[src/dcache_pkg.sv]
// data cache shared definitions

package dcache_pkg;

	// address geometry
	localparam int addr_w = 32;
	localparam int tag_w = 23;
	localparam int index_w = 6;
	localparam int offset_w = 3;

	// data word
	localparam int data_w = 64;
	localparam int mask_w = 8;

	localparam int num_sets = 64;
	localparam int num_ways = 2;

	// controller state codes
	localparam logic [2:0] st_idle = 3'd0;
	localparam logic [2:0] st_lookup = 3'd1;
	localparam logic [2:0] st_hit = 3'd2;
	localparam logic [2:0] st_wb = 3'd3;
	localparam logic [2:0] st_refill = 3'd4;
	localparam logic [2:0] st_reread = 3'd5;

	typedef struct packed {
		logic [tag_w-1:0] tag;
		logic [index_w-1:0] index;
		logic [offset_w-1:0] offset;
	} addr_fields_t;

	// flat for memory traffic, fields for lookup
	typedef union packed {
		logic [addr_w-1:0] flat;
		addr_fields_t f;
	} cache_addr_t;

	typedef struct packed {
		cache_addr_t addr;
		logic write;
		logic [data_w-1:0] wdata;
		logic [mask_w-1:0] mask;
	} core_req_t;

	typedef struct packed {
		logic rd_en;
		logic wr_en;
		logic [addr_w-1:0] addr;
		logic [data_w-1:0] wdata;
	} mem_req_t;

	typedef struct packed {
		logic valid;
		logic [tag_w-1:0] tag;
	} tag_entry_t;

	typedef logic way_sel_t;

endpackage

[src/dcache_req_stage.sv]
// core request capture
`timescale 1ns/10ps

module dcache_req_stage
	import dcache_pkg::*;
(
	input  logic      clk,
	input  logic      rst,
	input  logic      req_i,
	input  core_req_t req_data_i,
	input  logic      ack_i,
	output logic      new_req_o,
	output core_req_t held_req_o
);

	logic busy_q;
	logic take;

	// only one request in flight
	assign take = req_i && !busy_q;

	always_ff @(posedge clk) begin
		if (!rst) begin
			busy_q <= 1'b0;
			new_req_o <= 1'b0;
		end else begin
			new_req_o <= take;
			if (take) begin
				busy_q <= 1'b1;
			end else if (ack_i) begin
				busy_q <= 1'b0;
			end
		end
	end

	// address union comes along, the controller reads its fields
	always_ff @(posedge clk) begin
		if (take) begin
			held_req_o <= req_data_i;
		end
	end

endmodule

[config.mk]
export PLATFORM = sky130hd
export DESIGN_NAME = dcache_req_stage
export DESIGN_NICKNAME = d
export VERILOG_FILES = /design/src/dcache_pkg.sv /design/src/dcache_req_stage.sv
export SDC_FILE = /design/constraint.sdc
export NUM_CORES = 1
export LEC_CHECK = 0
export BUFFER_PORTS_ARGS = -buffer_cell sky130_fd_sc_hd__clkbuf_2
export CAP_MARGIN = 40
export CORE_ASPECT_RATIO = 0.75
export CORE_MARGIN = 3
export CORE_UTILIZATION = 30
export DETAILED_ROUTE_END_ITERATION = 6
export SYNTH_ARGS = -nofsm -noshare
export SYNTH_HDL_FRONTEND = slang
export SYNTH_SLANG_ARGS = --single-unit
[constraint.sdc]
create_clock -name clk -period 2.3 [get_ports clk]
set_input_delay 0.23 -clock clk [delete_from_list [all_inputs] [get_ports clk]]
set_output_delay 0.23 -clock clk [all_outputs]
set_load 0.05 [all_outputs]
==> summary.md <==
| Metric | Value |
|---|---|
| Outcome | `complete, no violations` |
| Fmax achieved | `716 MHz` |
| Pre-Repair DR Iteration Count | `4` |
| Post-route minimum period | `1.40 ns` |
| Min-Delay Path Class | `in2reg` |
| # rows | `32` |
| Critical Path Source Type | `flip-flop` |
| Root Buffer | `clkbuf_16` |
| Final core occ | `0.462` |
| CTS tree | `yes` |
| Crit path max-delay family | `buffers and inverters` |
| Hpwl dp | `5.70 mm` |
| Layout cells sized above 1 | `0.678` |
| Count of different cell masters after synthesis | `6` |
| Critical Path End Type | `flip-flop` |
| Max Cap Violations | `0` |
| Gpl congestion | `0.786` |
| Grt total ovfl | `0` |
| Setup slack at placement | `0.877 ns` |
| Vias/cell | `4.03` |
| Skew final | `0.00576 ns` |
| Clock Path Buffers | `2` |
| N_diodes | `0` |
| Synth top area share | `0.976` |
| Worst r2r dst | `held_req_o[95]$_DFFE_PP_` |
| Max Slew Vio Count | `0` |
| Fraction of the cycle the final worst path needs | `0.607` |
| Area Growth Syn to Fin | `48.5%` |
| Die X | `126 um` |
| DRT antenna net count | `0` |
| Worst skew pair latency | `0.33 ns` |
| Buf/Inv on CP | `1` |
| Setup bufs post-CTS | `0` |
| Flops & latches, synth | `107` |
| Largest net degree at the start of global routing | `55` |
| Routed vias | `1,928` |
| Setup CP Type | `reg2reg` |
| I/O Pins | `215` |
| Worst Tran Pin Value | `0.668 ns` |
| Avg Cell Area, Syn | `29.1 um2` |
| Crit Path Max Fanout | `54` |
| Crit-path cells | `nor2b_4, buf_4` |
| Total core area | `10,400 um2` |
| Num CTS Buffers | `9` |
| DRC | `0` |
| CTS clock-pin slew for the worst setup and hold paths | `0.07 ns` |
| Leak | `2.09 nW` |
| Final Hold Vio Count | `0` |
| Critical path data arrival time | `1.36 ns` |
| Final worst setup slack | `0.903 ns` |
| YS warnings | `0` |
| Die area | `12,100 um2` |
| Clk sinks | `107` |
| Routed WL | `7.26 mm` |
| Port bufs | `214` |
| Post-CTS Resized | `0` |
| Post-DP Area | `4490 um2` |
| Top cells by area, synth | `edfxtp_1, dfxtp_1, nor2b_4, o211a_1, and2_4` |
| Worst ir drop on vdd | `0.507 mV` |
| Post-CTS Hold Fix Bufs | `0` |
| Vias in the first global route | `2,032` |
| Cell area after layout | `4790 um2` |
| Detailed Route Iter0 Violations | `63` |
| Starting density of the core | `0.311` |
| Hold Path Sink | `held_req_o[14]$_DFFE_PP_` |
| Die Y | `95.9 um` |
| First-pass GRT wire length | `10.7 mm` |
| Cells after Synth | `111` |
| Crit-path max cell delay | `0.54 ns` |
| Initial antenna violation count | `0` |
| RR Startpoint | `busy_q$_SDFFE_PN0P_` |
| Seq/Total Area, Yosys | `0.989` |
| Hold Crit Start | `req_data_i[14]` |
| Critical path's slowest cell | `buf_4` |
| Syn Nets | `220` |
| GR Util All Layers | `0.118` |
| Power Dens Cells | `943 nW/um2` |
| Crit path required time | `2.26 ns` |
| Wirelength per Cell | `15.2 um` |
| Slew HR | `0.554` |
| Cell depth of the worst hold path | `1` |
| H-tree levels | `3` |
| R2R depth | `2` |
| R2R Setup Slk | `0.90 ns` |
| RSZ-0062 raised after global routing | `false` |
| Endpoints failing setup | `0` |
| Synthesized area | `3230 um2` |
| Top cell type by total area after synthesis | `edfxtp_1` |
| Nets | `447` |
## stage by stage
stage / cells / setup TNS, ns / hold slack (ns) / power [mW]
CTS: 478 / 0 / 0.0495 / 4.59
floorplan: 111 / -1.42 / 0.329 / 2.80
finish: 478 / 0 / 0.0673 / 4.52
global route: 478 / 0 / 0.0461 / 4.71
detailed placement: 463 / 0 / 0.409 / 3.01
global placement: 463 / 0 / 0.406 / 3.00
## final cells by class
cell class / instances / area, um2
clock buffers: 10 / 229
clock inverters: 5 / 78.8
fillers: 920 / 5580
multi-input cells: 4 / 36.3
flip-flops and latches: 107 / 3190
well taps: 136 / 170
repair buffers: 216 / 1090
## Yosys cell counts
library cell and instances:
o211a_1 1, dfxtp_1 2, edfxtp_1 105, nand2_1 1
nor2b_4 1, and2_4 1
## sequential cells by signal, indices dropped and copies added (netlist names)
| register | flops |
|---|---|
| new_req_o | 1 |
| busy_q | 1 |
| held_req_o | 105 |
## layout by cell type (no fill, tap or decap)
| cell type | netlist | final |
|---|---|---|
| clkbuf_2 | 0 | 214 |
| edfxtp_1 | 105 | 105 |
| clkbuf_16 | 0 | 9 |
| clkinvlp_4 | 0 | 2 |
| bufinv_16 | 0 | 2 |
| buf_4 | 0 | 2 |
| nor2b_4 | 1 | 1 |
| and2_4 | 1 | 1 |
| nand2_1 | 1 | 1 |
| o211a_1 | 1 | 1 |
| dfxtp_2 | 0 | 1 |
| clkinv_1 | 0 | 1 |
| clkbuf_1 | 0 | 1 |
| dfxtp_1 | 2 | 1 |
## layer usage
| metal | track usage | vias up | routed length (um) |
|---|---|---|---|
| met2 | 0.175 | 147 | 3190 |
| met1 | 0.137 | 872 | 2820 |
| met3 | 0.0810 | 10 | 1160 |
| met4 | 0.0375 | 0 | 85 |
| met5 | 0 | - | 0 |
| li1 | - | 899 | - |
## worst max-delay path by stage
stage | start | end | slack (ns) | cells past startpoint
finish | busy_q$_SDFFE_PN0P_ | held_req_o[95]$_DFFE_PP_ | 0.90 | 2
global placement | req_i | held_req_o[80]$_DFFE_PP_ | 0.91 | 3
global route | busy_q$_SDFFE_PN0P_ | held_req_o[94]$_DFFE_PP_ | 0.83 | 2
CTS | busy_q$_SDFFE_PN0P_ | held_req_o[84]$_DFFE_PP_ | 0.89 | 2
detailed placement | req_i | held_req_o[102]$_DFFE_PP_ | 0.88 | 3
floorplan | busy_q$_SDFFE_PN0P_ | held_req_o[0]$_DFFE_PP_ | -0.01 | 1
## where the power goes
| group | leakage (nW) | internal [mW] | switching (mW) | total (mW) |
|---|---|---|---|---|
| clock | 0.142 | 0.944 | 0.615 | 1.56 |
| combinational | 0.922 | 0.138 | 0.506 | 0.645 |
| sequential | 1.02 | 2.29 | 0.0313 | 2.32 |
| total | 2.09 | 3.37 | 1.15 | 4.52 |
## cell families (layout without fill, tap and decap cells)
family / Yosys count / after routing / share of synthesized area
buffers and inverters: 0 / 231 / 0
flip-flops: 107 / 107 / 0.989
AND/OR/NAND/NOR: 3 / 3 / 0.00813
AO/OA/AOI/OAI: 1 / 1 / 0.00310
No activity file was read; power rests on OpenSTA's default activity.
