==> config.mk <==
export PLATFORM = sky130hd
export DESIGN_NAME = dcache_tag_store
export DESIGN_NICKNAME = d
export VERILOG_FILES = /design/src/dcache_pkg.sv /design/src/dcache_tag_store.sv
export SDC_FILE = /design/constraint.sdc
export NUM_CORES = 2
export LEC_CHECK = 0
export ABC_AREA = 1
export BUFFER_PORTS_ARGS = -buffer_cell sky130_fd_sc_hd__buf_4
export CAP_MARGIN = 20
export CORE_ASPECT_RATIO = 0.6
export CORE_MARGIN = 5
export CORE_UTILIZATION = 57
export DETAILED_ROUTE_END_ITERATION = 10
export GPL_ROUTABILITY_DRIVEN = 0
export PLACE_DENSITY = 0.76
export SYNTH_ARGS = -nofsm -noshare
export SYNTH_HDL_FRONTEND = slang
export SYNTH_SLANG_ARGS = --single-unit
==> constraint.sdc <==
create_clock -name clk -period 4.45 [get_ports clk]
set_input_delay 1.335 -clock clk [delete_from_list [all_inputs] [get_ports clk]]
set_output_delay 1.335 -clock clk [all_outputs]
set_load 0.02 [all_outputs]
==> src/dcache_pkg.sv <==
// data cache shared definitions

package dcache_pkg;

	// address geometry
	localparam int addr_w = 32;
	localparam int tag_w = 23;
	localparam int index_w = 6;
	localparam int offset_w = 3;

	// data word
	localparam int data_w = 64;
	localparam int mask_w = 8;

	localparam int num_sets = 64;
	localparam int num_ways = 2;

	// controller state codes
	localparam logic [2:0] st_idle = 3'd0;
	localparam logic [2:0] st_lookup = 3'd1;
	localparam logic [2:0] st_hit = 3'd2;
	localparam logic [2:0] st_wb = 3'd3;
	localparam logic [2:0] st_refill = 3'd4;
	localparam logic [2:0] st_reread = 3'd5;

	typedef struct packed {
		logic [tag_w-1:0] tag;
		logic [index_w-1:0] index;
		logic [offset_w-1:0] offset;
	} addr_fields_t;

	// flat for memory traffic, fields for lookup
	typedef union packed {
		logic [addr_w-1:0] flat;
		addr_fields_t f;
	} cache_addr_t;

	typedef struct packed {
		cache_addr_t addr;
		logic write;
		logic [data_w-1:0] wdata;
		logic [mask_w-1:0] mask;
	} core_req_t;

	typedef struct packed {
		logic rd_en;
		logic wr_en;
		logic [addr_w-1:0] addr;
		logic [data_w-1:0] wdata;
	} mem_req_t;

	typedef struct packed {
		logic valid;
		logic [tag_w-1:0] tag;
	} tag_entry_t;

	typedef logic way_sel_t;

endpackage

==> src/dcache_tag_store.sv <==
// tag, valid, dirty and recency storage
`timescale 1ns/10ps

module dcache_tag_store
	import dcache_pkg::*;
(
	input  logic                clk,
	input  logic                rst,
	input  logic [index_w-1:0]  rd_index_i,
	input  logic                wr_en_i,
	input  way_sel_t            wr_way_i,
	input  tag_entry_t          wr_entry_i,
	input  logic                set_dirty_i,
	input  logic                clr_dirty_i,
	input  logic                touch_i,
	input  way_sel_t            touch_way_i,
	output tag_entry_t          entry0_o,
	output tag_entry_t          entry1_o,
	output logic [num_ways-1:0] dirty_o,
	output way_sel_t            lru_way_o
);

	logic [tag_w-1:0] tag_mem [num_ways][num_sets];
	logic [num_sets-1:0] valid_q [num_ways];
	logic [num_sets-1:0] dirty_q [num_ways];
	logic [num_sets-1:0] lru_q;

	always_ff @(posedge clk) begin
		if (wr_en_i) begin
			tag_mem[wr_way_i][rd_index_i] <= wr_entry_i.tag;
		end
	end

	always_ff @(posedge clk) begin
		if (!rst) begin
			for (int w = 0; w < num_ways; w++) begin
				valid_q[w] <= '0;
				dirty_q[w] <= '0;
			end
			lru_q <= '0;
		end else begin
			if (wr_en_i) begin
				valid_q[wr_way_i][rd_index_i] <= wr_entry_i.valid;
			end
			// refilled line starts clean
			if (clr_dirty_i) begin
				dirty_q[wr_way_i][rd_index_i] <= 1'b0;
			end
			if (set_dirty_i) begin
				dirty_q[touch_way_i][rd_index_i] <= 1'b1;
			end
			// bit holds the least recently used way
			if (touch_i) begin
				lru_q[rd_index_i] <= ~touch_way_i;
			end
		end
	end

	// registered read port
	always_ff @(posedge clk) begin
		entry0_o.valid <= valid_q[0][rd_index_i];
		entry0_o.tag <= tag_mem[0][rd_index_i];
		entry1_o.valid <= valid_q[1][rd_index_i];
		entry1_o.tag <= tag_mem[1][rd_index_i];
		for (int w = 0; w < num_ways; w++) begin
			dirty_o[w] <= dirty_q[w][rd_index_i];
		end
		lru_way_o <= lru_q[rd_index_i];
	end

endmodule

==> impl_metrics.yaml <==
cts:
  clock-root-buffer: "clkbuf_16"
  cts_hold_buffers: 0
  postCtsSetupRepairBufs: 0
  htree_levels: 5
  path_clk_slew_ns: 0.07
  clock_sinks: 3315
  cts.path.max_buffers: 4
  cts_tree: "done"
  numCtsBuffers: 295
  insertion_delay_ns: 0.89
  post_cts_resized: 0
critical_path:
  critPathMaxStageDelay_ns: 0.42
  crit_type: "in2reg"
  crit_chain: "buf_16 -> inv_8 -> nand2_1 -> buf_4 -> nor2_1 -> nand2_1 -> nor2_2 -> buf_4 -> inv_1 -> nand2_1"
  crit_top_cell: "nand2_1"
  worst_path_dominant_cell_family: "buffers and inverters"
  cp_max_fo: 34
  worst_setup_path_end_kind: "flop"
  crit_start: "rd_index_i[0]"
  slowest_stage: "nand2_1"
  worstSetupStartpointType: "primary input"
  r2r_start: "tag_mem[0][826]$_DFFE_PP_"
  worst-path-buf-inv: 5
  arrival_ns: 3.88
  required_ns: 5.03
sta:
  relSlewSlack_pct: 21.5
  min_period_ns: 3.30
  maxSlewViolCount: 0
  final.setup.worst_slack_ns: 1.15
  worstMarginPinSlew_ns: 1.18
  fmax_mhz: 303
  post-route-period-util_pct: 74.1
  whs_ns: 0.463
  setup_violations: 0
  setup_tns_ns: 0
  skew_ns: 0.0588
  hold_viol_final: 0
  rsz0062_at_grt: "false"
die:
  row_count: 141
  die_area_sq_um: 259000
  core_sq_um: 247000
  chipWidth_um: 653
  start_util_pct: 57.4
  die_y_um: 396
  ios: 89
logic_synthesis:
  synth_compound_area_share_pct: 1.54
  ys_ff_latch: 3315
  ys_types: 24
  syn_inst: 14700
  synthesis.nets: 14700
  synthXorXnorAreaFrac_pct: 0
  synthMuxAreaShare_pct: 0
  yosys_warnings: 0
  syn-cell-area_sq_um: 141000
  synth_top_family_by_area: "simple AND/OR/NAND/NOR gates"
  avgSynthCellArea_sq_um: 9.63
  synth-adder-area-share_pct: 0
  synth-simple-area-share_pct: 26.8
  ys_seq_area_share_pct: 68.6
global_routing:
  track_usage_pct: 31.4
  grt_pass1_wl_mm: 611
  grt_max_degree: 190
  grt_pass1_vias: 94600
  antenna_found_initial: 21
  grt_overflow: 0
final_layout:
  layout-drive-gt1-share_pct: 7.19
  final_common_cell: "nand2_1"
  final_util_pct: 63.6
  final_cell_mix: "9467 x nand2_1, 3072 x edfxtp_1, 345 x buf_4, 300 x clkbuf_16, 291 x nor2_1"
  synthToLayoutAreaGrowth_pct: 10.9
  nNetsFinal: 14700
  fillers: 18700
route:
  avgRoutedWirePerCell_um: 22.8
  first_iter_violations: 17800
  drc_errors: 0
  via_count: 104000
  first_pass_iters: 7
  via_per_inst: 5.71
  drt-total-wl_mm: 415
  ant_nets: 0
power_and_ir_drop:
  pwr-share-comb_pct: 7.2
  power.share.switching_pct: 23.6
  cellPowerDensity_nw_per_um2: 408
  internal_power_mw: 48.9
  vdd_drop_max_uv: 388
  finalPower_mw: 64.0
  seqPwrFrac_pct: 53.7
  p_sw_mw: 15.1
  pwr-share-clk_pct: 39.1
  leakage_nw: 65.6
min_path:
  min_path_type: "reg2reg"
  hp-start: "lru_q[62]$_SDFFE_PN0P_"
flow_run:
  maxCapViolCount: 0
placement:
  place_hpwl_mm: 248
  place_ws_ns: 0.369
  portBuffers: 88
status:
  status: "finished clean"
worst reg2reg max path: cells and delay by family, from the launching register on:
kind             cells  cell delay [ns]
AO/OA/AOI/OAI        1             0.69
flip-flops           1             0.51
AND/OR/NAND/NOR      6             0.89
per-layer routing:
layer	track usage [%]	share of wire, %
met1	46.7	39
met2	43.6	41
met3	10.6	16
met4	9.94	3.6
met5	0.371	0.032
path summary, 6_finish.rpt:
kind | to | slack, ns | cells after the start
worst max register to register | entry0_o[21]$_DFF_P_ | 2.23 | 7
worst min register to register | lru_q[62]$_SDFFE_PN0P_ | 0.46 | 2
worst max-delay path | valid_q[0][24]$_SDFFCE_PN0P_ | 1.15 | 10
worst min-delay path | lru_q[62]$_SDFFE_PN0P_ | 0.46 | 2
cell type report:
class | instances | area (sq um) | area share (%)
antenna | 9 | 22.5 | 0.0144
clock buffer | 369 | 7840 | 5.00
clock inverter | 146 | 1270 | 0.811
inverter | 180 | 703 | 0.448
multi-input combinational | 10400 | 40500 | 25.8
sequential | 3315 | 97100 | 61.9
tap | 3289 | 4120 | 2.62
timing repair buffer | 482 | 5260 | 3.35
synth_stat cells (all sizes together):
master | n | share of area (%)
a21oi | 64 | 0.23
a311oi | 8 | 0.050
buf | 454 | 1.6
clkbuf | 360 | 0.96
clkinv | 9 | 0.024
dfxtp | 243 | 3.4
edfxtp | 3072 | 65
inv | 171 | 0.45
nand2 | 9474 | 25
nand3 | 19 | 0.071
nor2 | 419 | 1.2
nor3 | 68 | 0.24
nor4 | 37 | 0.16
o211ai | 133 | 0.71
o21ai | 157 | 0.56
or2 | 6 | 0.027
power groups by stage:
stage               clock (mW)  sequential [mW]  combinational (mW)
detailed placement           0             35.1                4.41
CTS                       25.1             34.4                4.44
global route              26.5             34.4                4.91
global placement             0             35.1                4.35
finish                    25.0             34.4                4.59
floorplan                    0             35.1                2.29
flip-flops by register name (all words and copies together), names as in the netlist:
signal,flops
dirty_o,2
dirty_q,128
entry0_o,24
entry1_o,24
lru_q,64
lru_way_o,1
tag_mem,2944
valid_q,128
cells by family after synthesis:
group,count (synthesis)
compound gates,362
buf+inv,994
flops,3315
simple gates,10000
through the flow:
stage,instance area (sq um),instances
5_1_grt,157000,18200
3_5_place_dp,148000,17700
6_report,157000,18200
4_1_cts,157000,18200
3_3_place_gp,148000,17700
2_1_floorplan,141000,14700
No activity file was read; power rests on OpenSTA's default activity.
