**src/dcache_pkg.sv**
```systemverilog
// data cache shared definitions

package dcache_pkg;

	// address geometry
	localparam int addr_w = 32;
	localparam int tag_w = 23;
	localparam int index_w = 6;
	localparam int offset_w = 3;

	// data word
	localparam int data_w = 64;
	localparam int mask_w = 8;

	localparam int num_sets = 64;
	localparam int num_ways = 2;

	// controller state codes
	localparam logic [2:0] st_idle = 3'd0;
	localparam logic [2:0] st_lookup = 3'd1;
	localparam logic [2:0] st_hit = 3'd2;
	localparam logic [2:0] st_wb = 3'd3;
	localparam logic [2:0] st_refill = 3'd4;
	localparam logic [2:0] st_reread = 3'd5;

	typedef struct packed {
		logic [tag_w-1:0] tag;
		logic [index_w-1:0] index;
		logic [offset_w-1:0] offset;
	} addr_fields_t;

	// flat for memory traffic, fields for lookup
	typedef union packed {
		logic [addr_w-1:0] flat;
		addr_fields_t f;
	} cache_addr_t;

	typedef struct packed {
		cache_addr_t addr;
		logic write;
		logic [data_w-1:0] wdata;
		logic [mask_w-1:0] mask;
	} core_req_t;

	typedef struct packed {
		logic rd_en;
		logic wr_en;
		logic [addr_w-1:0] addr;
		logic [data_w-1:0] wdata;
	} mem_req_t;

	typedef struct packed {
		logic valid;
		logic [tag_w-1:0] tag;
	} tag_entry_t;

	typedef logic way_sel_t;

endpackage

```
**src/dcache_mem_port.sv**
```systemverilog
// memory side request holder
`timescale 1ns/10ps

module dcache_mem_port
	import dcache_pkg::*;
(
	input  logic              clk,
	input  logic              rst,
	input  logic              start_i,
	input  mem_req_t          req_i,
	input  logic              mem_valid_i,
	input  logic [data_w-1:0] mem_rdata_i,
	output mem_req_t          mem_req_o,
	output logic              done_o,
	output logic [data_w-1:0] rdata_o
);

	mem_req_t req_q;
	logic     active;

	assign active = req_q.rd_en || req_q.wr_en;

	always_ff @(posedge clk) begin
		if (!rst) begin
			req_q.rd_en <= 1'b0;
			req_q.wr_en <= 1'b0;
			done_o <= 1'b0;
		end else begin
			done_o <= 1'b0;
			if (start_i) begin
				req_q <= req_i;
			end else if (mem_valid_i && active) begin
				// address and data stay, only the enables drop
				req_q.rd_en <= 1'b0;
				req_q.wr_en <= 1'b0;
				done_o <= 1'b1;
			end
		end
	end

	always_ff @(posedge clk) begin
		if (mem_valid_i && req_q.rd_en) begin
			rdata_o <= mem_rdata_i;
		end
	end

	assign mem_req_o = req_q;

endmodule

```
**config.mk**
```make
export PLATFORM = sky130hd
export DESIGN_NAME = dcache_mem_port
export DESIGN_NICKNAME = d
export VERILOG_FILES = /design/src/dcache_pkg.sv /design/src/dcache_mem_port.sv
export SDC_FILE = /design/constraint.sdc
export NUM_CORES = 1
export LEC_CHECK = 0
export ABC_AREA = 1
export BUFFER_PORTS_ARGS = -buffer_cell sky130_fd_sc_hd__buf_4
export CAP_MARGIN = 25
export CORE_AREA = 2 2 126 128
export DETAILED_ROUTE_END_ITERATION = 16
export DIE_AREA = 0 0 128 130
export PLACE_DENSITY = 0.67
export SLEW_MARGIN = 30
export SYNTH_ARGS = -nofsm -noshare
export SYNTH_HDL_FRONTEND = slang
export SYNTH_SLANG_ARGS = --single-unit
```
**constraint.sdc**
```tcl
create_clock -name clk -period 6.17 [get_ports clk]
set_input_delay 1.5425 -clock clk [delete_from_list [all_inputs] [get_ports clk]]
set_output_delay 1.5425 -clock clk [all_outputs]
set_load 0.03 [all_outputs]
```
==> results of run 1 <==
## critical path: cells and delay by family
family        cells  cell delay (ps)
simple gates      1               80
buf+inv           3             1190
## layout make-up
type / instances / area, sq um
repair buffers: 330 / 2477
multi-input cells: 14 / 56.30
clock buffers: 19 / 432.9
fillers: 1261 / 7148
clock inverters: 13 / 180.2
inverters: 6 / 25.02
flip-flops and latches: 163 / 4865
well taps: 192 / 240.2
## registers in the layout, summed over array words and instances, names as in the netlist
name       cells
rdata_o       64
done_o         1
mem_req_o     98
## per-stage QoR
step           hold slack (ps)  power (W)  setup WS, ps
2_1_floorplan            585.2   0.001438          2884
3_3_place_gp             464.0   0.001604          2982
3_5_place_dp             485.0   0.001610          2915
4_1_cts                  499.4   0.002721          3369
5_1_grt                  540.3   0.002768          3272
6_report                 488.1   0.002684          3347
## cells in the mapped netlist
library cell / n / area, sq um
nor2_1: 2 / 7.510
nand2_1: 10 / 37.54
a21oi_1: 1 / 5.000
edfxtp_1: 160 / 4805
inv_1: 5 / 18.77
nor2_2: 1 / 6.260
dfxtp_1: 3 / 60.06
inv_2: 1 / 3.750
## per-layer routing
layer | wire, um | track usage | vias up
li1 | - | - | 1423
met1 | 4601 | 0.1522 | 1465
met2 | 6588 | 0.2526 | 208
met3 | 1607 | 0.08077 | 12
met4 | 174 | 0.06012 | 0
met5 | 0 | 0 | -
## worst min-delay path by stage
stage | start | endpoint | cells past startpoint
global placement | mem_req_o[96]$_SDFFE_PN0P_ | done_o$_SDFF_PP0_ | 2
finish | mem_req_o[96]$_SDFFE_PN0P_ | done_o$_SDFF_PP0_ | 2
detailed placement | mem_req_o[96]$_SDFFE_PN0P_ | done_o$_SDFF_PP0_ | 2
global route | mem_req_o[96]$_SDFFE_PN0P_ | done_o$_SDFF_PP0_ | 2
floorplan | mem_req_o[96]$_SDFFE_PN0P_ | done_o$_SDFF_PP0_ | 2
CTS | mem_req_o[96]$_SDFFE_PN0P_ | done_o$_SDFF_PP0_ | 2
## cell families after synthesis
logic type | count (synthesis)
flops | 163
simple gates | 13
buf+inv | 6
compound gates | 1
## power breakdown
group | internal [W] | total, W | switching [W]
Clock | 0.000678 | 0.00110 | 0.000424
Sequential | 0.00128 | 0.00129 | 0.0000162
Combinational | 0.000127 | 0.000288 | 0.000161
Total | 0.00208 | 0.00268 | 0.000601
==> qor.txt, run 1 <==
============================================================================================
Result of the run                                                               finished clean
Slew @ Worst Pin                                                                    786.7 ps
Area grow syn2layout                                                                  67.43%
Clock Path Buffers                                                                         2
Max transition margin                                                                 0.4755
Ys Warns                                                                                   0
Share of the clock period used by the worst path after layout                         0.4575
Post-CTS setup buffer count                                                                0
Number of vias after detailed routing                                                   3108
Port Buf Inserts                                                                         328
Clock tree from TritonCTS                                                              built
Cell chain of the critical path                                                 buf_4 > nand2_1 > inv_4 > buf_4
Crit path max fanout                                                                      52
Startpoint type of the worst setup path                                           input port
Adder-cell share of the synthesized area                                                   0
Compound-Gate Fraction of Synth Area                                                0.001012
Hold_buf cts                                                                               0
Starting density of the core                                                          0.3205
Capture point of the critical path                                              mem_req_o[38]$_DFFE_PP_
Post-synthesis mux area share                                                              0
Shortest clock period the worst path allows after layout                             2823 ps
Vias in the first global route                                                          3293
Basic-gate share of the synthesized area counting and, or, nand and nor cells        0.01038
Gpl congestion                                                                        0.7481
Cell count after synthesis                                                               183
Endpoint class of the critical path                                                     flop
Share of cells above drive strength 1                                                 0.6624
Most frequent cell on the critical path                                                buf_4
Final non-filler cell total                                                              737
Worst Skew                                                                          5.777 ps
Pleak                                                                               3.450 nW
Aggregate global routing overflow                                                          0
Number of cells after detailed placement                                                 705
Pin count of the biggest net entering global routing                                      65
Reg-to-reg critical path startpoint                                             mem_req_o[97]$_SDFFE_PN0P_
Number of remaining DRC errors                                                             0
Via density per instance                                                               4.217
Setup slack, reg-to-reg                                                              4670 ps
H-tree Lvls                                                                                4
Share of the yosys chip area belonging to registers                                   0.9841
Clock edge transition at the registers on the reported setup and hold paths            60 ps
First-pass GRT wire length                                                          17820 um
Max-Cap Viols                                                                              0
Commonest non-fill, non-tap cell in the layout                                         buf_4
Commonest cells after routing, fill and taps aside                              buf_4 (330), edfxtp_1 (160), clkbuf_16 (17), nand2_1 (10)
Remaining antenna violation count after routing                                            0
Core occupancy in the finished layout                                                 0.5366
Final Instance Area                                                               8277 sq um
Type of the worst min-delay path                                                     reg2reg
Clock sinks                                                                              163
Sum of negative setup slack                                                             0 ps
Clock tree root driver cell                                                        clkbuf_16
Number of top-level pins                                                                 329
Number of buffers inserted during clock tree synthesis                                    17
CP required                                                                          6220 ps
WL/cell                                                                             17.60 um
Post-layout nets                                                                         698
Register bit total from synthesis                                                        163
Total placed instance area                                                        7664 sq um
RSZ-0062 raised after global routing                                                   false
Clock latency of the later-clocked register in the worst-skew pair                    410 ps
Delay of the slowest cell on the worst path                                           610 ps
Placement row count                                                                       46
Aggregate global-route resource usage                                                 0.1478
Number of DRC violations after detailed-routing iteration 0                              141
Worst setup path start                                                               start_i
Pre-antenna DRT Iters                                                                      4
Count of final max-slew check failures                                                     0
Antenna Cells                                                                              0
Dpl hpwl                                                                             9823 um
Largest voltage drop on the vdd net                                                0.1630 mV
Combined area of all synthesized cells                                            4943 sq um
Distinct cell type count after synthesis                                                   8
Terminus of the critical flop-to-flop path                                      rdata_o[5]$_DFFE_PP_
Max Freq                                                                           354.3 MHz
Total wire length                                                                   12970 um
Pwr/cell area                                                                   324.2 nW/um^2
Main combinational cell family by area after synthesis                          simple AND/OR/NAND/NOR gates
Die height                                                                            130 um
Final setup viols                                                                          0
Die Wd                                                                                128 um
Final hold violation count                                                                 0
Number of antenna violations at the first check in global routing                          0
Synthesized netlist net count                                                            349
WS Path Type                                                                          in2reg
Average instance area after synthesis                                            27.01 sq um
Worst-case reg-to-reg path depth                                                           3
Slowest stage cell, crit path                                                          buf_4
Post-CTS Resized                                                                           0
Worst Path Arrival                                                                   2870 ps
Placeable core region                                                            15420 sq um
Die Footprint                                                                    16640 sq um
Xor/xnor cell area share of the yosys netlist                                              0
============================================================================================
No activity file was read; power rests on OpenSTA's default activity.
==> inputs of run 2 (changes only) <==
--- a/config.mk
+++ b/config.mk
@@ -8,10 +8,10 @@
 export ABC_AREA = 1
 export BUFFER_PORTS_ARGS = -buffer_cell sky130_fd_sc_hd__buf_4
 export CAP_MARGIN = 25
-export CORE_AREA = 2 2 126 128
+export CORE_AREA = 2 2 127 129
 export DETAILED_ROUTE_END_ITERATION = 16
-export DIE_AREA = 0 0 128 130
-export PLACE_DENSITY = 0.67
+export DIE_AREA = 0 0 129 131
+export PLACE_DENSITY = 0.66
 export SLEW_MARGIN = 30
 export SYNTH_ARGS = -nofsm -noshare
 export SYNTH_HDL_FRONTEND = slang
==> constraint.sdc (replaced) <==
create_clock -name clk -period 2.8 [get_ports clk]
set_input_delay 0.7 -clock clk [delete_from_list [all_inputs] [get_ports clk]]
set_output_delay 0.7 -clock clk [all_outputs]
set_load 0.03 [all_outputs]
==> run 2 against run 1 <==
Effect of this change:
- sequential power rose by 120%
- clock-buffer cell count unchanged
- flip-flop and latch count did not move
- critical endpoint is now mem_req_o[67]
- largest cell class unchanged
==> qor.txt, run 2 (same netlist as run 1, synthesis figures left out) <==
==========================================================================================
Combined area of the multi-input logic cells                                   56.30 sq um   unchanged
Kind of cell adding the most delay to the critical path                         flip-flops   was buffers and inverters
CP required                                                                        2100 ps   was 6220 ps
Switching Power                                                                 0.001314 W   was 0.0006008 W
Sum of negative setup slack                                                           0 ps   unchanged
Setup slack, reg-to-reg                                                            1330 ps   was 4670 ps
Area grow syn2layout                                                                68.31%   was 67.43%
Startpoint type of the worst setup path                                               flop   was input port
Proportion of power drawn by the clock network                                       0.400   was 0.411
Worst-case reg-to-reg path depth                                                         3   unchanged
Footprint of the flip-flops and latches                                         4865 sq um   unchanged
Clock tree root driver cell                                                      clkbuf_16   unchanged
Cell Int Power                                                                  0.004500 W   was 0.002083 W
Antenna Cells                                                                            0   unchanged
Clock edge transition at the registers on the reported setup and hold paths          60 ps   about the same
Terminus of the critical flop-to-flop path                                    rdata_o[54]$_DFFE_PP_   was rdata_o[5]$_DFFE_PP_
Hold-critical path endpoint                                                   mem_req_o[57]$_DFFE_PP_   was done_o$_SDFF_PP0_
Endpoint class of the critical path                                            output port   was flop
Pre-antenna DRT Iters                                                                    4   unchanged
Commonest non-fill, non-tap cell in the layout                                       buf_4   unchanged
Min setup slack post-route                                                         1089 ps   was 3347 ps
Pleak                                                                             3.446 nW   was 3.450 nW
Clock sinks                                                                            163   unchanged
Starting density of the core                                                        0.3169   was 0.3205
Total wire length                                                                 13130 um   was 12970 um
Number of buffers inserted during clock tree synthesis                                  17   unchanged
Fill cells                                                                            1270   was 1261
Number of vias after detailed routing                                                 3121   was 3108
Number of top-level pins                                                               329   unchanged
Max transition margin                                                               0.6893   was 0.4755
Die height                                                                          131 um   was 130 um
Pwr/cell area                                                                 698.8 nW/um^2   was 324.2 nW/um^2
Max Freq                                                                         584.3 MHz
Die Footprint                                                                  16900 sq um   was 16640 sq um
Largest voltage drop on the vdd net                                              0.3869 mV   was 0.1630 mV
Max-Cap Viols                                                                            0   unchanged
Number of remaining DRC errors                                                           0   unchanged
Number of buffer and inverter instances along the worst setup path                       1   was 3
Vias in the first global route                                                        3171   was 3293
Worst Hold Depth                                                                         1   was 2
WS Path Type                                                                       reg2out   was in2reg
Max reg flops                                                                           98   unchanged
Number of DRC violations after detailed-routing iteration 0                            150   was 141
H-tree Lvls                                                                              4   unchanged
Crit path max fanout                                                                     1   was 52
Worst Skew                                                                        5.273 ps   was 5.777 ps
Count of final max-slew check failures                                                   0   unchanged
Aggregate global routing overflow                                                        0   unchanged
Worst Path Arrival                                                                 1010 ps   was 2870 ps
RSZ-0062 raised after global routing                                                 false   unchanged
Post-CTS setup buffer count                                                              0   unchanged
Post-CTS Resized                                                                         0   unchanged
Remaining antenna violation count after routing                                          0   unchanged
Clock tree from TritonCTS                                                            built   unchanged
Post-layout nets                                                                       699   was 698
Pin count of the biggest net entering global routing                                    64   was 65
Commonest cells after routing, fill and taps aside                            buf_4 (329), edfxtp_1 (160), clkbuf_16 (17), nand2_1 (10), clkinv_4 (5)   was buf_4 (330), edfxtp_1 (160), clkbuf_16 (17), nand2_1 (10)
Port Buf Inserts                                                                       328   unchanged
Power consumption                                                               0.005815 W   was 0.002684 W
WL/cell                                                                           17.23 um   was 17.60 um
Power share of the sequential group                                                  0.490   was 0.482
Placeable core region                                                          15600 sq um   was 15420 sq um
Final setup viols                                                                        0   unchanged
Hold_buf cts                                                                             0   unchanged
First-pass GRT wire length                                                        17590 um   was 17820 um
Slew @ Worst Pin                                                                  465.4 ps   was 786.7 ps
Gpl congestion                                                                      0.7585   was 0.7481
Switching part of the total power                                                   0.2260   was 0.2239
Placement row count                                                                     46   unchanged
Share of cells above drive strength 1                                               0.6630   was 0.6624
Logic pwr share                                                                      0.110   was 0.107
Final hold violation count                                                               0   unchanged
Shortest clock period the worst path allows after layout                           1711 ps
Worst Hold Launch                                                                req_i[57]   was mem_req_o[96]$_SDFFE_PN0P_
Cell chain of the critical path                                                      buf_4   was buf_4 > nand2_1 > inv_4 > buf_4
Result of the run                                                             finished clean   unchanged
Place WS                                                                          895.7 ps   was 2915 ps
Delay of the slowest cell on the worst path                                         410 ps   was 610 ps
Clock Path Buffers                                                                       2   unchanged
Via density per instance                                                             4.096   was 4.217
Aggregate global-route resource usage                                               0.1462   was 0.1478
Clock latency of the later-clocked register in the worst-skew pair                  410 ps   about the same
Number of antenna violations at the first check in global routing                        0   unchanged
Reg-to-reg critical path startpoint                                           mem_req_o[97]$_SDFFE_PN0P_   unchanged
Die Wd                                                                              129 um   was 128 um
Type of the worst min-delay path                                                    in2reg   was reg2reg
Slowest stage cell, crit path                                                     edfxtp_1   was buf_4
Share of the clock period used by the worst path after layout                       0.6112
==========================================================================================
==> run 2: power by group through the flow <==
| stage | registers, W | logic, W | clock network [W] |
|---|---|---|---|
| CTS | 0.00285 | 0.000650 | 0.00239 |
| finish | 0.00285 | 0.000640 | 0.00233 |
| detailed placement | 0.00290 | 0.000649 | 0 |
| global route | 0.00286 | 0.000672 | 0.00249 |
| floorplan | 0.00314 | 0.0000314 | 0 |
| global placement | 0.00290 | 0.000641 | 0 |
==> run 2: final cells by class <==
type / count / share of cell area
Tap cell: 216 / 0.03248
Inverter: 6 / 0.003008
Clock inverter: 13 / 0.01940
Multi-Input combinational cell: 14 / 0.006767
Clock buffer: 19 / 0.05203
Timing Repair Buffer: 331 / 0.3017
Sequential cell: 163 / 0.5847
==> run 2: worst max-delay path by stage <==
stage	start	endpoint	depth (start not counted)
after floorplan	mem_valid_i	rdata_o[0]$_DFFE_PP_	2
after global placement	mem_valid_i	rdata_o[15]$_DFFE_PP_	4
after detailed placement	mem_valid_i	rdata_o[45]$_DFFE_PP_	4
after CTS	mem_req_o[67]$_DFFE_PP_	mem_req_o[67]	1
after global routing	mem_req_o[67]$_DFFE_PP_	mem_req_o[67]	1
final	mem_req_o[67]$_DFFE_PP_	mem_req_o[67]	1
==> run 2: per-layer routing <==
metal,wire length (um),vias up,global-route usage
li1,-,1423,-
met5,0,-,0
met3,1605,9,0.08306
met1,4591,1479,0.1521
met4,127,0,0.05627
met2,6809,210,0.2468
==> run 2: per-stage QoR <==
stage / hold slack, ps / cells / util / instance area, sq um
6_report: 456.3 / 762 / 0.5335 / 8320
3_5_place_dp: 484.9 / 730 / 0.4953 / 7726
4_1_cts: 432.5 / 762 / 0.5335 / 8320
5_1_grt: 427.3 / 762 / 0.5335 / 8320
2_1_floorplan: 585.2 / 183 / - / 4943
3_3_place_gp: 493.2 / 730 / 0.4953 / 7726
