`config.mk`:
```
export PLATFORM = sky130hd
export DESIGN_NAME = dcache_ctrl
export DESIGN_NICKNAME = d
export VERILOG_FILES = /design/src/dcache_pkg.sv /design/src/dcache_ctrl.sv
export SDC_FILE = /design/constraint.sdc
export NUM_CORES = 1
export LEC_CHECK = 0
export BUFFER_PORTS_ARGS = -buffer_cell sky130_fd_sc_hd__clkbuf_2
export CORE_AREA = 2 2 245 247
export CTS_BUF_LIST = sky130_fd_sc_hd__clkbuf_4 sky130_fd_sc_hd__clkbuf_8
export CTS_CLUSTER_SIZE = 12
export DETAILED_ROUTE_END_ITERATION = 10
export DIE_AREA = 0 0 247 249
export GPL_ROUTABILITY_DRIVEN = 0
export GPL_TIMING_DRIVEN = 0
export MAX_ROUTING_LAYER = met4
export PLACE_DENSITY_LB_ADDON = 0.08
export SLEW_MARGIN = 20
export SYNTH_ARGS = -nofsm -noshare
export SYNTH_HDL_FRONTEND = slang
export SYNTH_SLANG_ARGS = --single-unit
export TNS_END_PERCENT = 1
```
`constraint.sdc`:
```
create_clock -name clk -period 2.1 [get_ports clk]
set_input_delay 0.21 -clock clk [delete_from_list [all_inputs] [get_ports clk]]
set_output_delay 0.21 -clock clk [all_outputs]
set_load 0.005 [all_outputs]
```
`src/dcache_pkg.sv`:
```
// data cache shared definitions

package dcache_pkg;

	// address geometry
	localparam int addr_w = 32;
	localparam int tag_w = 23;
	localparam int index_w = 6;
	localparam int offset_w = 3;

	// data word
	localparam int data_w = 64;
	localparam int mask_w = 8;

	localparam int num_sets = 64;
	localparam int num_ways = 2;

	// controller state codes
	localparam logic [2:0] st_idle = 3'd0;
	localparam logic [2:0] st_lookup = 3'd1;
	localparam logic [2:0] st_hit = 3'd2;
	localparam logic [2:0] st_wb = 3'd3;
	localparam logic [2:0] st_refill = 3'd4;
	localparam logic [2:0] st_reread = 3'd5;

	typedef struct packed {
		logic [tag_w-1:0] tag;
		logic [index_w-1:0] index;
		logic [offset_w-1:0] offset;
	} addr_fields_t;

	// flat for memory traffic, fields for lookup
	typedef union packed {
		logic [addr_w-1:0] flat;
		addr_fields_t f;
	} cache_addr_t;

	typedef struct packed {
		cache_addr_t addr;
		logic write;
		logic [data_w-1:0] wdata;
		logic [mask_w-1:0] mask;
	} core_req_t;

	typedef struct packed {
		logic rd_en;
		logic wr_en;
		logic [addr_w-1:0] addr;
		logic [data_w-1:0] wdata;
	} mem_req_t;

	typedef struct packed {
		logic valid;
		logic [tag_w-1:0] tag;
	} tag_entry_t;

	typedef logic way_sel_t;

endpackage

```
`src/dcache_ctrl.sv`:
```
// cache controller
// lookup, write-back, refill and hit sequencing
`timescale 1ns/10ps

module dcache_ctrl
	import dcache_pkg::*;
(
	input  logic                clk,
	input  logic                rst,
	input  logic                new_req_i,
	input  core_req_t           req_i,
	input  tag_entry_t          entry0_i,
	input  tag_entry_t          entry1_i,
	input  logic [num_ways-1:0] dirty_i,
	input  way_sel_t            lru_way_i,
	input  logic [data_w-1:0]   rdata0_i,
	input  logic [data_w-1:0]   rdata1_i,
	input  logic                mem_done_i,
	input  logic [data_w-1:0]   mem_rdata_i,
	output logic [index_w-1:0]  index_o,
	output logic                tag_wr_en_o,
	output way_sel_t            tag_wr_way_o,
	output tag_entry_t          tag_wr_entry_o,
	output logic                set_dirty_o,
	output logic                clr_dirty_o,
	output logic                touch_o,
	output way_sel_t            touch_way_o,
	output logic                data_wr_en_o,
	output way_sel_t            data_way_o,
	output logic [mask_w-1:0]   data_mask_o,
	output logic [data_w-1:0]   data_wdata_o,
	output logic                mem_start_o,
	output mem_req_t            mem_req_o,
	output logic                ack_o,
	output logic [data_w-1:0]   rdata_o
);

	logic [2:0]  state_q;
	logic [2:0]  state_d;
	logic        hit0;
	logic        hit1;
	way_sel_t    hit_way_q;
	way_sel_t    victim_d;
	way_sel_t    victim_q;
	tag_entry_t  victim_entry;
	logic        victim_dirty;
	cache_addr_t wb_addr;
	cache_addr_t fill_addr;
	mem_req_t    fill_req;

	assign index_o = req_i.addr.f.index;

	assign hit0 = entry0_i.valid && (entry0_i.tag == req_i.addr.f.tag);
	assign hit1 = entry1_i.valid && (entry1_i.tag == req_i.addr.f.tag);

	// an empty way wins over the lru way
	always_comb begin
		if (!entry0_i.valid) begin
			victim_d = 1'b0;
		end else if (!entry1_i.valid) begin
			victim_d = 1'b1;
		end else begin
			victim_d = lru_way_i;
		end
	end

	assign victim_entry = victim_d ? entry1_i : entry0_i;
	assign victim_dirty = victim_entry.valid && dirty_i[victim_d];

	always_comb begin
		wb_addr.f.tag = victim_entry.tag;
		wb_addr.f.index = req_i.addr.f.index;
		wb_addr.f.offset = '0;
		fill_addr = req_i.addr;
		fill_addr.f.offset = '0;
	end

	always_comb begin
		fill_req = '0;
		fill_req.rd_en = 1'b1;
		fill_req.addr = fill_addr.flat;
	end

	always_comb begin
		state_d = state_q;
		mem_start_o = 1'b0;
		mem_req_o = '0;
		case (state_q)
			st_idle: begin
				if (new_req_i) begin
					state_d = st_lookup;
				end
			end
			st_lookup: begin
				if (hit0 || hit1) begin
					state_d = st_hit;
				end else if (victim_dirty) begin
					mem_start_o = 1'b1;
					mem_req_o.wr_en = 1'b1;
					mem_req_o.addr = wb_addr.flat;
					mem_req_o.wdata = victim_d ? rdata1_i : rdata0_i;
					state_d = st_wb;
				end else begin
					mem_start_o = 1'b1;
					mem_req_o = fill_req;
					state_d = st_refill;
				end
			end
			st_wb: begin
				if (mem_done_i) begin
					mem_start_o = 1'b1;
					mem_req_o = fill_req;
					state_d = st_refill;
				end
			end
			st_refill: begin
				if (mem_done_i) begin
					state_d = st_reread;
				end
			end
			// stores see the refilled line one cycle later
			st_reread: state_d = st_lookup;
			st_hit: state_d = st_idle;
			default: state_d = st_idle;
		endcase
	end

	always_ff @(posedge clk) begin
		if (!rst) begin
			state_q <= st_idle;
		end else begin
			state_q <= state_d;
		end
	end

	always_ff @(posedge clk) begin
		if (state_q == st_lookup) begin
			hit_way_q <= hit1;
			victim_q <= victim_d;
		end
	end

	always_comb begin
		tag_wr_en_o = 1'b0;
		tag_wr_way_o = victim_q;
		tag_wr_entry_o.valid = 1'b1;
		tag_wr_entry_o.tag = req_i.addr.f.tag;
		clr_dirty_o = 1'b0;
		set_dirty_o = 1'b0;
		touch_o = 1'b0;
		touch_way_o = hit_way_q;
		data_wr_en_o = 1'b0;
		data_way_o = victim_q;
		data_mask_o = '1;
		data_wdata_o = mem_rdata_i;
		if (state_q == st_refill && mem_done_i) begin
			tag_wr_en_o = 1'b1;
			clr_dirty_o = 1'b1;
			data_wr_en_o = 1'b1;
		end
		if (state_q == st_hit) begin
			touch_o = 1'b1;
			set_dirty_o = req_i.write;
			data_wr_en_o = req_i.write;
			data_way_o = hit_way_q;
			data_mask_o = req_i.mask;
			data_wdata_o = req_i.wdata;
		end
	end

	assign ack_o = (state_q == st_hit);
	assign rdata_o = hit_way_q ? rdata1_i : rdata0_i;

endmodule

```
==> results of run 1 <==
[how the worst min path moves through the flow]
stage / end / slack (ns) / cells after the start / startpoint
finish: state_q[0]$_SDFFE_PN0P_ / 0.22 / 3 / rst
global route: state_q[0]$_SDFFE_PN0P_ / 0.23 / 3 / rst
CTS: state_q[0]$_SDFFE_PN0P_ / 0.22 / 3 / rst
detailed placement: state_q[2]$_SDFFE_PN0P_ / 0.47 / 2 / rst
global placement: state_q[0]$_SDFFE_PN0P_ / 0.47 / 3 / rst
floorplan: state_q[0]$_SDFFE_PN0P_ / 0.33 / 2 / rst
[critical path, delay by kind of cell]
kind,cells,cell delay [ns]
AO/OA/AOI/OAI,2,0.42
XOR/XNOR,1,0.18
AND/OR/NAND/NOR,3,0.72
buffers and inverters,4,0.60
[timing repair]
item / CTS / global route
setup buffers: 12 / 1
pin swaps: 17 / 17
hold buffers: 0 / 0
cloned: 1 / 0
setup endpoints to repair: 224 / 126
gates resized for setup: 121 / 58
[cells by family after synthesis]
group           count (synthesis)  share of synthesized area
compound gates                 96                      0.143
xor+xnor                       46                     0.0976
buf+inv                        83                      0.117
flops                           5                     0.0291
mux                           154                      0.413
other cells                     2                    0.00182
simple gates                  186                      0.199
[state kept, by name, summed over array words and instances, names as in the netlist]
register,cells
touch_way_o,1
tag_wr_way_o,1
state_q,3
[synthesized netlist by cell type (3+ instances only)]
cell type  instances
nor2_1             4
xor2_1            40
buf_2             13
buf_4             35
nor4_1            13
buf_6              3
inv_1              3
clkbuf_1          23
a21oi_1           64
nor2b_1            7
dfxtp_1            3
nand3_1            3
buf_1              4
mux2_2           129
xnor2_1            6
mux2i_1           25
o21ai_0            3
nand4_1            5
nand2b_1          10
nand2_1          134
o2bb2ai_1         23
[cell type report]
class                           count  area [um^2]  share of cell area
Antenna cell                        5         12.5             0.00137
Buffer                             76          617              0.0674
Clock buffer                        4         48.8             0.00533
Inverter                            5         22.5             0.00246
Multi-Input combinational cell    486         4010               0.438
Sequential cell                     5          124              0.0135
Tap cell                          773          967               0.106
Timing Repair Buffer              632         3350               0.366
[power breakdown]
part	total (uW)	internal [uW]	switching [uW]
registers	122	110	12.4
clock network	209	145	64.6
logic	1790	903	892
total	2130	1160	969
[through the flow]
stage               setup WS, ns  std cells
finish                    -0.260       1986
global route              -0.338       1985
CTS                       -0.264       1980
detailed placement        -0.980       1965
global placement          -0.953       1965
floorplan                  0.178        574
[layer usage]
metal / share of wire / GRT usage / up-vias
met3: 0.068 / 0.0246 / 12
met2: 0.51 / 0.217 / 283
li1: - / - / 3246
met4: 0.0091 / 0.0133 / 0
met5: 0 / - / -
met1: 0.42 / 0.143 / 3158
==> run metrics, run 1 <==
Worst setup EP type=output port; Die X=247 um; number of vias per cell=3.37; largest cells by area after synthesis=mux2_2 35%, nand2_1 12%, xor2_1 8.5%; worst min path class=input port to register; largest net degree at the start of global routing=12; IO Count=626; crit path from=req_i[88]; Starting Density=0.0703; DRT Pass-1 Iters=4; vias in the first global route=6898; Num CTS Buffers=3; worst path cell trace=clkbuf_4 > xor2_4 > nor4_4 > nand4_1 > o22a_4 > nand3_4 > buf_12 > buf_12 > o2bb2ai_2 > clkbuf_2; worst-skew pair later-pin latency=0.23 ns; clk slew on worst S/H paths=0.04 ns; Max VDD drop=0.0996 mV; GRT Util Overall=0.121; DIE AREA=61500 um^2; final setup margin=-0.260 ns; P&R area growth vs syn=122%; warning count from the yosys run=0; DRT iter0 DRCs=191; root buffer cell=clkbuf_8; Startpoint Class=input port; DR vias=6699; Crit path top cell by count=buf_12; EDFF count, synth=2; status=finished with violations; Avg Inst Size Synth=7.21 um^2; Fin. Hold Viols=0; CTS tree=done; violated checks=negative setup slack; Slew @ Worst Pin=0.810 ns; Clock Tree Buf Depth=2; Critical Path Slowest Stage Cell=o22a_4; sequential share of the synthesized area=0.0291; number of max-cap violations=0; global-route wire length before repair=52400 um; grt ovf=0; fmax=0.424 GHz; PnR Total Power=2130 uW; post-layout min period=2.36 ns; FF+latch count, synth=5; R2R Setup Slk=0.49 ns; input/output buffers=618; CP Data Arrival Time=2.15 ns; Pins Over Slew Limit=0; routed len/inst=19.4 um; Setup TNS=-16.94 ns; fin area=9150 um^2; core area=58700 um^2; RSZ-0062 raised after global routing=yes; Max Clock Skew=0.00310 ns; crit path kind=input port to output port; most common cell after layout, fill and taps aside=clkbuf_2; # rows=89; H-tree Lvls=1; Synth Flop Type=dfxtp_1; # setup viols final=95; Post-layout nets=1561; hpwl dp=34300 um; layout filler cell count=6815; total wire length=38500 um; worst stage delay on the critical path=0.34 ns; Post-route DRC=0; WHS=0.222 ns; CP Max Fanout=8; Worst Reg-to-Reg Cells=5; commonest cells after routing, fill and taps aside=608 x clkbuf_2, 134 x nand2_1, 129 x mux2_2; total power divided by cell area=232 nW/um^2; Die H=249 um; final worst-path cycle share=1.12; Rel. slew slack=0.460; Distinct cells, synth=37; worst endpoint required time=1.89 ns; RR Startpoint=state_q[0]$_SDFFE_PN0P_; mapped cell area=4130 um^2; Leak=0.00460 uW; largest area contributor in the netlist=mux2_2; Worst Setup EP=mem_req_o[93]; antenna violations before repair=9; r2r endpoint=state_q[2]$_SDFFE_PN0P_; clk sinks=5; final core utilization=0.156; post-synthesis instance total=572; share of the synthesized area in the top cell type=0.352; share of layout cells above drive strength 1=0.740; ys async rst share=0; placed cell area=8200 um^2; ANT nets after route=0
Note: power is estimated with default switching activity, not from simulation.
==> inputs of run 2 (changes only) <==
--- a/config.mk
+++ b/config.mk
@@ -15,6 +15,7 @@
 export GPL_TIMING_DRIVEN = 0
 export MAX_ROUTING_LAYER = met4
 export PLACE_DENSITY_LB_ADDON = 0.08
+export SKIP_LAST_GASP = 1
 export SLEW_MARGIN = 20
 export SYNTH_ARGS = -nofsm -noshare
 export SYNTH_HDL_FRONTEND = slang
==> run 2 against run 1 <==
Net effect:
- sequential cell count stayed put
- clock power is 2% higher
- largest power group unchanged
- clock-buffer cell count stayed put
- sequential power hardly changed
- the flow still finishes with violations (negative setup slack)
- via count is 0.36% lower
- fmax is 0.74% lower
- global-route usage hardly changed
- combinational power hardly changed
- die area stayed put
- power is 0.42% lower
==> run metrics, run 2 (synthesized netlist as in run 1, its figures left out) <==
status=finished with violations; violated checks=negative setup slack; ANT nets after route=0; fmax=0.421 GHz; worst-skew pair later-pin latency=0.23 ns; RR Startpoint=state_q[0]$_SDFFE_PN0P_; DR vias=6675; R2R Setup Slk=0.46 ns; RSZ-0062 raised after global routing=yes; Worst Reg-to-Reg Cells=5; CP Data Arrival Time=2.17 ns; Max VDD drop=0.0996 mV; DIE AREA=61500 um^2; Die H=249 um; hold-fix buffers at CTS=0; share of layout cells above drive strength 1=0.729; r2r endpoint=state_q[2]$_SDFFE_PN0P_; Post-route DRC=0; PnR Total Power=2120 uW; WHS=0.218 ns; metal1 wirelength=16000 um; final worst-path cycle share=1.13; total wire length=38600 um; commonest cells after routing, fill and taps aside=612 x clkbuf_2, 134 x nand2_1, 129 x mux2_2; Rel. slew slack=0.316; input/output buffers=618; layout filler cell count=6821; most common cell after layout, fill and taps aside=clkbuf_2; worst min path class=input port to register; register with the most flip-flops=state_q; Die X=247 um; Starting Density=0.0703; root buffer cell=clkbuf_8; Post-layout nets=1562; Startpoint Class=input port; clk sinks=5; hpwl dp=34300 um; clk slew on worst S/H paths=0.04 ns; # setup viols final=130; DRT Pass-1 Iters=4; IO Count=626; P&R area growth vs syn=120%; Slew @ Worst Pin=1.03 ns; Largest register FFs=3; Leak=0.00459 uW; number of max-cap violations=0; worst endpoint required time=1.89 ns; vias in the first global route=6897; core area=58700 um^2; routed len/inst=19.5 um; GRT Util Overall=0.122; post-layout min period=2.38 ns; CTS tree=done; largest net degree at the start of global routing=12; Num CTS Buffers=3; global-route wire length before repair=52400 um; Clock Tree Buf Depth=2; crit path kind=input port to output port; Fin. Hold Viols=0; number of vias per cell=3.36; Worst Setup EP=mem_req_o[91]; total power divided by cell area=233 nW/um^2; antenna violations before repair=9; CP Max Fanout=8; H-tree Lvls=1; grt ovf=0; crit path from=req_i[88]; Pins Over Slew Limit=0; # rows=89; met2 WL post-DR=19700 um; uppermost layer routed=met4; Max Clock Skew=0.000986 ns; final setup margin=-0.278 ns; DRT iter0 DRCs=192; Worst setup EP type=output port; met3 WL=2630 um
-- run 2: cell types whose count changed in the layout (fill, tap and decap cells not counted), moves of 2 or more --
cell	before	now
a21oi_2	10	0
clkbuf_2	608	612
buf_4	54	51
clkbuf_4	8	5
buf_8	2	0
clkbuf_1	6	9
a21oi_1	54	63
-- run 2: per-layer routing --
| metal | global-route usage | up-vias |
|---|---|---|
| met2 | 0.217 | 276 |
| met3 | 0.0246 | 10 |
| met4 | 0.0133 | 0 |
| met5 | - | - |
| li1 | - | 3245 |
| met1 | 0.143 | 3144 |
-- run 2: through the flow --
step                      std cells  setup TNS, ns  area, um^2   util  setup WS [ns]
after floorplan                 574              0        4130      -          0.178
after global placement         1965        -120.24        8190  0.140         -0.953
after detailed placement       1965        -124.52        8200  0.140         -0.980
after CTS                      1980         -29.14        8810  0.150         -0.264
after global routing           1986         -38.59        9090  0.155         -0.339
final                          1987         -20.25        9090  0.155         -0.278
-- run 2: how the worst min path moves through the flow --
| stage | start | end | slack, ns | cells after the start |
|---|---|---|---|---|
| floorplan | rst | state_q[0]$_SDFFE_PN0P_ | 0.33 | 2 |
| global placement | rst | state_q[0]$_SDFFE_PN0P_ | 0.47 | 3 |
| detailed placement | rst | state_q[2]$_SDFFE_PN0P_ | 0.47 | 2 |
| CTS | rst | state_q[0]$_SDFFE_PN0P_ | 0.22 | 3 |
| global route | rst | state_q[0]$_SDFFE_PN0P_ | 0.23 | 3 |
| finish | rst | state_q[0]$_SDFFE_PN0P_ | 0.22 | 3 |
-- run 2: power breakdown --
group	internal (uW)	switching (uW)
sequential	111	12.4
clock	145	67.6
combinational	895	886
-- run 2: layout make-up --
| class | count | area [um^2] | share of cell area |
|---|---|---|---|
| clock buffer | 4 | 48.8 | 0.00537 |
| buffer | 76 | 569 | 0.0626 |
| timing repair buffer | 633 | 3370 | 0.371 |
| multi-input combinational | 486 | 3980 | 0.438 |
| sequential | 5 | 121 | 0.0133 |
| inverter | 5 | 22.5 | 0.00248 |
| antenna | 5 | 12.5 | 0.00138 |
| tap | 773 | 967 | 0.106 |
-- run 2: what timing repair did --
action | 4_1_cts | 5_1_grt
resized for setup | 92 | 54
buffers inserted | 12 | 1
pin swaps | 16 | 16
gates cloned | 1 | 1
setup endpoints to repair | 224 | 210
-- run 2: critical path: stages --
cell	delay [ns]
clkbuf_4	0.15
xor2_4	0.18
nor4_4	0.30
nand4_1	0.27
o22a_4	0.34
nand3_4	0.16
buf_12	0.17
buf_12	0.16
o2bb2ai_4	0.08
clkbuf_2	0.12
